--- config.mk ---
export PLATFORM = sky130hd
export DESIGN_NAME = fifo_ctrl_1r1w_push_credit
export DESIGN_NICKNAME = d
export VERILOG_FILES = /design/src/design/fifo_pkg.sv /design/src/design/fifo_ram_if.sv /design/src/design/fifo_ctrl_1r1w_push_credit.sv /design/src/design/fifo_flop_ram.sv /design/src/design/fifo_pop_ctrl.sv /design/src/design/fifo_push_ctrl_credit.sv /design/src/design/fifo_credit_regs.sv
export SDC_FILE = /design/constraint.sdc
export NUM_CORES = 1
export LEC_CHECK = 0
export ABC_AREA = 1
export BUFFER_PORTS_ARGS = -buffer_cell sky130_fd_sc_hd__buf_2
export CORE_MARGIN = 3
export CORE_UTILIZATION = 53
export DETAILED_ROUTE_END_ITERATION = 10
export HOLD_SLACK_MARGIN = 0.02
export PLACE_DENSITY = 0.82
export SLEW_MARGIN = 0
export SYNTH_ARGS = -nofsm -noshare
export SYNTH_HDL_FRONTEND = slang
export SYNTH_SLANG_ARGS = --single-unit
--- constraint.sdc ---
create_clock -name clk -period 2.9 [get_ports clk]
set_input_delay 0.725 -clock clk [delete_from_list [all_inputs] [get_ports clk]]
set_output_delay 0.725 -clock clk [all_outputs]
set_load 0.02 [all_outputs]
--- src/design/fifo_pkg.sv ---
/*
 * Depth and width are fixed here; DEPTH must stay a power of two for the pointer wrap.
 * Credit values are in entries and never go above DEPTH.
 */
`default_nettype none

package fifo_pkg;

  // --------------------
  // Storage geometry
  // --------------------

  // Number of entries in the flop RAM
  localparam int DEPTH = 8;
  // Bits per entry
  localparam int WIDTH = 16;
  // RAM address width, 3 for eight entries
  localparam int ADDR_W = $clog2(DEPTH);
  // Counts run from 0 to DEPTH inclusive, so one extra bit is needed
  localparam int COUNT_W = $clog2(DEPTH + 1);

  // --------------------
  // Credit configuration
  // --------------------

  // The credit counter holds up to DEPTH credits
  localparam int CREDIT_W = $clog2(DEPTH + 1);

  // Host register selects
  localparam logic REG_SEL_INITIAL = 1'b0;
  localparam logic REG_SEL_WITHHOLD = 1'b1;

  // After reset the sender is offered the whole FIFO
  localparam logic [CREDIT_W-1:0] CREDIT_INITIAL_RST = CREDIT_W'(DEPTH);

endpackage : fifo_pkg

`default_nettype wire
--- src/design/fifo_ram_if.sv ---
/*
 * Write and read ports between the FIFO controllers and the flop RAM.
 * The write takes effect at the next edge and the read has zero latency.
 */
`timescale 1ns/100ps
`default_nettype none

interface fifo_ram_if;

  // Write port, owned by the push controller
  logic                         wr_valid;
  logic [fifo_pkg::ADDR_W-1:0]  wr_addr;
  logic [fifo_pkg::WIDTH-1:0]   wr_data;

  // Read port, address from the pop controller and data from the RAM
  logic [fifo_pkg::ADDR_W-1:0]  rd_addr;
  logic [fifo_pkg::WIDTH-1:0]   rd_data;

  // Push controller side
  modport wr (
    output wr_valid,
    output wr_addr,
    output wr_data
  );

  // Pop controller side
  modport rd (
    output rd_addr,
    input  rd_data
  );

  // Storage side
  modport mem (
    input  wr_valid,
    input  wr_addr,
    input  wr_data,
    input  rd_addr,
    output rd_data
  );

endinterface : fifo_ram_if

`default_nettype wire

--- src/design/fifo_ctrl_1r1w_push_credit.sv ---
/*
 * Credit/valid push, registered ready/valid pop, flop RAM inside.
 * Push to pop takes two edges; a popped slot returns as a credit two edges after the pop.
 */
`timescale 1ns/100ps
`default_nettype none

module fifo_ctrl_1r1w_push_credit (
  input  logic                          clk,
  input  logic                          rst,

  // Host configuration
  input  logic                          reg_wr,
  input  logic                          reg_sel,
  input  logic [fifo_pkg::CREDIT_W-1:0] reg_wdata,

  // Push side
  input  logic                          push_sender_in_reset,
  output logic                          push_receiver_in_reset,
  input  logic                          push_credit_stall,
  output logic                          push_credit,
  input  logic                          push_valid,
  input  logic [fifo_pkg::WIDTH-1:0]    push_data,

  // Pop side
  input  logic                          pop_ready,
  output logic                          pop_valid,
  output logic [fifo_pkg::WIDTH-1:0]    pop_data,

  // Status
  output logic                          full,
  output logic [fifo_pkg::COUNT_W-1:0]  slots,
  output logic                          empty,
  output logic [fifo_pkg::COUNT_W-1:0]  items,
  output logic [fifo_pkg::CREDIT_W-1:0] credit_count,
  output logic [fifo_pkg::CREDIT_W-1:0] credit_available
);

  logic [fifo_pkg::CREDIT_W-1:0] credit_initial;
  logic [fifo_pkg::CREDIT_W-1:0] credit_withhold;
  // Beats cross between the controllers so each side can keep its own count
  logic                          push_beat;
  logic                          pop_beat;

  fifo_ram_if ram_bus ();

  // --------------------
  // Configuration
  // --------------------

  fifo_credit_regs u_credit_regs (
    .clk             (clk),
    .rst             (rst),
    .reg_wr          (reg_wr),
    .reg_sel         (reg_sel),
    .reg_wdata       (reg_wdata),
    .credit_initial  (credit_initial),
    .credit_withhold (credit_withhold)
  );

  // --------------------
  // Controllers and storage
  // --------------------

  fifo_push_ctrl_credit u_push_ctrl (
    .clk                    (clk),
    .rst                    (rst),
    .push_sender_in_reset   (push_sender_in_reset),
    .push_receiver_in_reset (push_receiver_in_reset),
    .push_credit_stall      (push_credit_stall),
    .push_credit            (push_credit),
    .push_valid             (push_valid),
    .push_data              (push_data),
    .credit_initial         (credit_initial),
    .credit_withhold        (credit_withhold),
    .credit_count           (credit_count),
    .credit_available       (credit_available),
    .full                   (full),
    .slots                  (slots),
    .ram                    (ram_bus.wr),
    .push_beat              (push_beat),
    .pop_beat               (pop_beat)
  );

  fifo_pop_ctrl u_pop_ctrl (
    .clk       (clk),
    .rst       (rst),
    .pop_ready (pop_ready),
    .pop_valid (pop_valid),
    .pop_data  (pop_data),
    .empty     (empty),
    .items     (items),
    .ram       (ram_bus.rd),
    .push_beat (push_beat),
    .pop_beat  (pop_beat)
  );

  fifo_flop_ram u_ram (
    .clk (clk),
    .ram (ram_bus.mem)
  );

endmodule : fifo_ctrl_1r1w_push_credit

`default_nettype wire

--- src/design/fifo_flop_ram.sv ---
/*
 * Flop storage with one write and one combinational read port.
 * Contents are undefined after reset; the controllers never read an unwritten entry.
 */
`timescale 1ns/100ps
`default_nettype none

module fifo_flop_ram (
  input logic     clk,
  fifo_ram_if.mem ram
);

  logic [fifo_pkg::WIDTH-1:0] mem [fifo_pkg::DEPTH];

  // The word is stored at the edge where wr_valid is high
  always_ff @(posedge clk) begin
    if (ram.wr_valid) begin
      mem[ram.wr_addr] <= ram.wr_data;
    end
  end

  // Zero-latency read, so the pop stage sees the entry in the same cycle
  assign ram.rd_data = mem[ram.rd_addr];

endmodule : fifo_flop_ram

`default_nettype wire

--- src/design/fifo_pop_ctrl.sv ---
/*
 * pop_valid and pop_data always come from flops; there is no push-to-pop bypass.
 * Assumes a RAM read latency of zero and a written word readable one edge later.
 */
`timescale 1ns/100ps
`default_nettype none

module fifo_pop_ctrl (
  input  logic                         clk,
  input  logic                         rst,
  input  logic                         pop_ready,
  output logic                         pop_valid,
  output logic [fifo_pkg::WIDTH-1:0]   pop_data,
  output logic                         empty,
  output logic [fifo_pkg::COUNT_W-1:0] items,
  fifo_ram_if.rd                       ram,
  input  logic                         push_beat,
  output logic                         pop_beat
);

  logic [fifo_pkg::ADDR_W-1:0]  rd_ptr;
  // Entries still in RAM, not counting the one held in the output stage
  logic [fifo_pkg::COUNT_W-1:0] ram_items;
  // The output stage takes the oldest RAM entry at the next edge
  logic                         stage_load;

  // --------------------
  // Occupancy
  // --------------------

  assign pop_beat = pop_valid && pop_ready;

  // items covers RAM and the output stage together
  always_ff @(posedge clk) begin
    if (rst) begin
      items <= '0;
    end else begin
      items <= items + fifo_pkg::COUNT_W'(push_beat) - fifo_pkg::COUNT_W'(pop_beat);
    end
  end

  assign empty = (items == '0);

  // A valid output stage holds exactly one of the counted items
  assign ram_items = items - fifo_pkg::COUNT_W'(pop_valid);

  // --------------------
  // Read side and output stage
  // --------------------

  // Load when the stage is free or draining this cycle and RAM has something waiting
  assign stage_load = (ram_items != '0) && (!pop_valid || pop_ready);

  // The read pointer always addresses the oldest entry still in RAM
  assign ram.rd_addr = rd_ptr;

  always_ff @(posedge clk) begin
    if (rst) begin
      rd_ptr <= '0;
    end else if (stage_load) begin
      if (rd_ptr == fifo_pkg::ADDR_W'(fifo_pkg::DEPTH - 1)) begin
        rd_ptr <= '0;
      end else begin
        rd_ptr <= rd_ptr + 1'b1;
      end
    end
  end

  // Valid stays up through back-pressure and drops only when popped with nothing behind
  always_ff @(posedge clk) begin
    if (rst) begin
      pop_valid <= 1'b0;
    end else if (stage_load) begin
      pop_valid <= 1'b1;
    end else if (pop_beat) begin
      pop_valid <= 1'b0;
    end
  end

  // Data changes only on a load, so it holds steady while the sink is not ready
  always_ff @(posedge clk) begin
    if (stage_load) begin
      pop_data <= ram.rd_data;
    end
  end

endmodule : fifo_pop_ctrl

`default_nettype wire

--- src/design/fifo_push_ctrl_credit.sv ---
/*
 * The sender must only raise push_valid while it holds a credit; pushes are not checked here.
 * push_credit comes straight from a flop and is held low while the sender is in reset.
 */
`timescale 1ns/100ps
`default_nettype none

module fifo_push_ctrl_credit (
  input  logic                          clk,
  input  logic                          rst,
  input  logic                          push_sender_in_reset,
  output logic                          push_receiver_in_reset,
  input  logic                          push_credit_stall,
  output logic                          push_credit,
  input  logic                          push_valid,
  input  logic [fifo_pkg::WIDTH-1:0]    push_data,
  input  logic [fifo_pkg::CREDIT_W-1:0] credit_initial,
  input  logic [fifo_pkg::CREDIT_W-1:0] credit_withhold,
  output logic [fifo_pkg::CREDIT_W-1:0] credit_count,
  output logic [fifo_pkg::CREDIT_W-1:0] credit_available,
  output logic                          full,
  output logic [fifo_pkg::COUNT_W-1:0]  slots,
  fifo_ram_if.wr                        ram,
  output logic                          push_beat,
  input  logic                          pop_beat
);

  logic [fifo_pkg::ADDR_W-1:0] wr_ptr;
  // High in the cycle before push_credit pulses
  logic                        credit_grant;

  // --------------------
  // Push path
  // --------------------

  // Every valid is a beat because the sender spent a credit to send it
  assign push_beat = push_valid;

  // The word goes straight into RAM and is stored at the edge that accepts it
  assign ram.wr_valid = push_beat;
  assign ram.wr_addr  = wr_ptr;
  assign ram.wr_data  = push_data;

  always_ff @(posedge clk) begin
    if (rst) begin
      wr_ptr <= '0;
    end else if (push_beat) begin
      if (wr_ptr == fifo_pkg::ADDR_W'(fifo_pkg::DEPTH - 1)) begin
        wr_ptr <= '0;
      end else begin
        wr_ptr <= wr_ptr + 1'b1;
      end
    end
  end

  // A push takes a slot and a pop gives one back; both together cancel
  always_ff @(posedge clk) begin
    if (rst) begin
      slots <= fifo_pkg::COUNT_W'(fifo_pkg::DEPTH);
    end else begin
      slots <= slots + fifo_pkg::COUNT_W'(pop_beat) - fifo_pkg::COUNT_W'(push_beat);
    end
  end

  assign full = (slots == '0);

  // Tells the sender that this side is still in reset, one cycle behind rst
  always_ff @(posedge clk) begin
    push_receiver_in_reset <= rst;
  end

  // --------------------
  // Credit counter
  // --------------------

  // Credits above the withhold level may be released, never fewer than zero
  always_comb begin
    if (credit_count > credit_withhold) begin
      credit_available = credit_count - credit_withhold;
    end else begin
      credit_available = '0;
    end
  end

  // A credit is released when one is available and the sender is not stalling us
  assign credit_grant = !push_sender_in_reset && !push_credit_stall &&
                        (credit_available != '0);

  // The count drops at the same edge that raises push_credit, so one grant is one pulse
  always_ff @(posedge clk) begin
    if (rst) begin
      credit_count <= fifo_pkg::CREDIT_INITIAL_RST;
    end else if (push_sender_in_reset) begin
      // The sender forgets its credits in reset, so start again from the configured value
      credit_count <= credit_initial;
    end else begin
      credit_count <= credit_count + fifo_pkg::CREDIT_W'(pop_beat)
                    - fifo_pkg::CREDIT_W'(credit_grant);
    end
  end

  always_ff @(posedge clk) begin
    if (rst) begin
      push_credit <= 1'b0;
    end else begin
      push_credit <= credit_grant;
    end
  end

endmodule : fifo_push_ctrl_credit

`default_nettype wire

--- src/design/fifo_credit_regs.sv ---
/*
 * Written values above DEPTH are clamped to DEPTH.
 * A write lands at the next edge; there is no read-back path.
 */
`timescale 1ns/100ps
`default_nettype none

module fifo_credit_regs (
  input  logic                          clk,
  input  logic                          rst,
  input  logic                          reg_wr,
  input  logic                          reg_sel,
  input  logic [fifo_pkg::CREDIT_W-1:0] reg_wdata,
  output logic [fifo_pkg::CREDIT_W-1:0] credit_initial,
  output logic [fifo_pkg::CREDIT_W-1:0] credit_withhold
);

  logic [fifo_pkg::CREDIT_W-1:0] wdata_clamped;

  // The FIFO can never owe more than DEPTH credits, so larger values saturate
  always_comb begin
    if (reg_wdata > fifo_pkg::CREDIT_W'(fifo_pkg::DEPTH)) begin
      wdata_clamped = fifo_pkg::CREDIT_W'(fifo_pkg::DEPTH);
    end else begin
      wdata_clamped = reg_wdata;
    end
  end

  // --------------------
  // Configuration flops
  // --------------------

  // Credits handed out when the sender comes out of reset
  always_ff @(posedge clk) begin
    if (rst) begin
      credit_initial <= fifo_pkg::CREDIT_INITIAL_RST;
    end else if (reg_wr && (reg_sel == fifo_pkg::REG_SEL_INITIAL)) begin
      credit_initial <= wdata_clamped;
    end
  end

  // Credits kept back from the sender; zero means none are withheld
  always_ff @(posedge clk) begin
    if (rst) begin
      credit_withhold <= '0;
    end else if (reg_wr && (reg_sel == fifo_pkg::REG_SEL_WITHHOLD)) begin
      credit_withhold <= wdata_clamped;
    end
  end

endmodule : fifo_credit_regs

`default_nettype wire

==> reports/metrics.yaml <==
outcome: "finished, final reports clean"
clock_latency_ns: 0.42
path_class: "reg2reg"
tns_ns: 0
cellLeakagePower_nw: 3.32
syn-num-nets: 692
syn2layout_area_growth_pct: 16.8
hold_start: "u_credit_regs.credit_withhold[3]"
critPathLaunchType: "flop"
ys.flop_type: "edfxtp_1"
diodes: 0
fmax_ghz: 0.354
ir_worst_vdd_uv: 515
num_rows: 41
cts_tree: "done"
fin_nets: 772
fin_util_pct: 65.1
io_pins: 65
reg2regPathDepth: 19
worst_pin_slew_ns: 1.07
syn_area_um2: 7200
fp.dieW_um: 123
drive_gt1_share_pct: 18.9
fin_crit_ns: 2.82
crit_fanout: 2
die_area_um2: 15000
clock_path_buffers: 2
synth_cells: 636
pre_cts_ws_ns: -0.116
grt_use_met1_pct: 25.2
crit_chain: "inv_1 -> ha_2 -> inv_2 -> fa_2 -> buf_4 -> nand3_2 -> nand3_1 -> o211ai_1 -> nand3_2 -> nand2_2 -> inv_2 -> ha_4 -> inv_1 -> ha_2 -> inv_1 -> fa_2 -> xnor2_1 -> o21ai_1 -> inv_1"
root_buffer: "clkbuf_16"
cts_made_buffers: 17
synth_edf_count: 144
path_clk_slew_ns: 0.06
n_fill_cell: 966
port_buffers: 64
p_switching_w: 0.00263
grt_max_degree: 68
ys_types: 27
yosys_register_bits: 173
drv_slew: 0
async_flop_share_pct: 0
cp_num_buf_inv: 7
overflow: 0
met3_usage_pct: 5.02
drt_iter0_markers: 444
avgRoutedWirePerCell_um: 16.4
max-slew-margin-rel_pct: 28.6
fin_skew_ns: 0.00985
placed_cell_area_um2: 7720
seqPwrFrac_pct: 41.0
worstHoldEndpoint: "u_credit_regs.credit_withhold[3]"
p_comb_share_pct: 30.6
r2r-start: "u_push_ctrl.credit_count[0]"
critPathMaxStageDelay_ns: 0.35
cp.required_ns: 3.22
p_clk_share_pct: 28.4
hold_depth: 2
drt_wl_total_mm: 14.7
grt_pass1_vias: 4813
critPathArrivalTime_ns: 3.14
num_vias: 4911
dieHeight_um: 123
stdcell_area_um2: 8420
regToRegSetupSlack_ns: 0.08
drc: 0
antenna_found_initial: 1
syn_area_per_cell_um2: 11.3
finalSetupViolCount: 0
slowest_stage: "fa_2"
track_usage_pct: 20.4
gp_congestion: 0.860
p_int_w: 0.00509
swShare_pct: 34.1
ys_top_cells_by_count: "edfxtp_1, nor2_1, nand2_1, inv_1, o21ai_1"
powerDensity_nw_per_um2: 917
firstDrtPassIters: 5
yosysSeqAreaShare_pct: 68.1
end_kind: "flop"
yosys.area.top_type: "edfxtp_1"
top_usage_layer: "met2"
finalCritPeriodShare_pct: 97.3
use_met2_pct: 34.8
viasPerCell: 5.45
h-tree-depth: 4
hold_class: "reg2reg"
synth_top_cell_area_share_pct: 60.0
hold_viol_final: 0
drtAntennaViolNets: 0
dpl.hpwl_mm: 8.71
ys_warn_count: 0
grt_pass1_wl_mm: 23.1
initial_core_util_pct: 55.7
crit_family: "adder cells"
worst_path_most_repeated_cell: "inv_1"
cts_hold_buf: 0
fp.coreArea_um2: 12900
setup_slack_ns: 0.0770
yosysMostFrequentCell: "edfxtp_1"
drv_cap: 0
timing.rr.end: "u_push_ctrl.credit_count[2]"
synth_area_leaders: "edfxtp_1, dfxtp_1, nor2_1"
clock-sinks: 173
==> worst max path at each step <==
stage / startpoint / endpoint / cells after the start
2_1_floorplan: u_push_ctrl.credit_count[0] / u_push_ctrl.credit_count[2] / 16
3_3_place_gp: u_push_ctrl.credit_count[0] / u_push_ctrl.credit_count[2] / 20
3_5_place_dp: u_push_ctrl.credit_count[0] / u_push_ctrl.credit_count[2] / 20
4_1_cts: u_push_ctrl.credit_count[0] / u_push_ctrl.credit_count[2] / 20
5_1_grt: u_credit_regs.credit_withhold[3] / u_push_ctrl.credit_count[2] / 18
6_report: u_push_ctrl.credit_count[0] / u_push_ctrl.credit_count[2] / 19
==> flip-flops by register name, indices dropped and copies added, names as in the netlist <==
signal	count
u_credit_regs.credit_initial	4
u_credit_regs.credit_withhold	4
u_pop_ctrl.items	4
u_pop_ctrl.pop_data	16
u_pop_ctrl.pop_valid	1
u_pop_ctrl.ram.rd_addr	3
u_push_ctrl.credit_count	4
u_push_ctrl.push_credit	1
u_push_ctrl.push_receiver_in_reset	1
u_push_ctrl.ram.wr_addr	3
u_push_ctrl.slots	4
u_ram.mem	128
==> layer usage <==
layer	vias to the layer above	wire [um]
li1	2332	-
met3	21	1190
met4	2	217
met1	2332	5940
met5	-	13
met2	224	7380
==> layout by cell type, fill, tap and decap left out, types with 3 or more instances in the layout <==
cell and count:
clkbuf_16 17, nand3_2 3, o21ai_0 38, nor2_2 4, o21ai_1 45, a21oi_1 33
dfxtp_1 27, nor2_1 119, edfxtp_1 144, nand2_1 79, ha_1 19, inv_2 5
xnor2_1 3, buf_2 63, a31oi_1 16, ha_2 3, buf_4 21, inv_6 3
nand3_1 3, inv_1 53
==> timing repair <==
action	4_1_cts	5_1_grt
pin swaps	5	9
resized for setup	5	19
setup buffers	3	2
endpoints found under the setup margin	1	5
==> stage by stage <==
step                hold WS [ns]  total power (W)  cells
global route               0.510          0.00817    901
CTS                        0.477          0.00772    899
detailed placement         0.469          0.00551    864
finish                     0.496          0.00772    901
global placement           0.451          0.00538    864
floorplan                  0.427          0.00485    636
==> power by group through the flow <==
| stage | Combinational [W] | Clock [W] | Sequential, W |
|---|---|---|---|
| after floorplan | 0.00140 | 0 | 0.00345 |
| after global placement | 0.00217 | 0 | 0.00321 |
| after detailed placement | 0.00230 | 0 | 0.00321 |
| after CTS | 0.00233 | 0.00222 | 0.00317 |
| after global routing | 0.00265 | 0.00233 | 0.00319 |
| final | 0.00236 | 0.00219 | 0.00317 |
==> logic make-up after synthesis <==
group,share of synthesized area [%]
DFF,68.1
buffers and inverters,4.83
and+or+nand+nor,11.4
xor gates and xnor gates,0.730
adders and majority gates,5.28
AOI/OAI and AO/OA,9.66
==> cell type report <==
class | count | area, um2 | share of cell area [%]
Multi-Input combinational cell | 382 | 2030 | 24.1
Sequential cell | 173 | 4910 | 58.3
Tap cell | 172 | 215 | 2.56
Clock inverter | 13 | 140 | 1.67
Timing Repair Buffer | 84 | 473 | 5.62
Clock buffer | 19 | 433 | 5.14
Inverter | 58 | 218 | 2.59
==> tightest hold or removal path: cells and delay by family, from the launching register on <==
kind | cells | cell delay, ns
compound gates | 1 | 0.07
buf+inv | 1 | 0.07
flops | 1 | 0.30
Note: power is estimated with default switching activity, not from simulation.
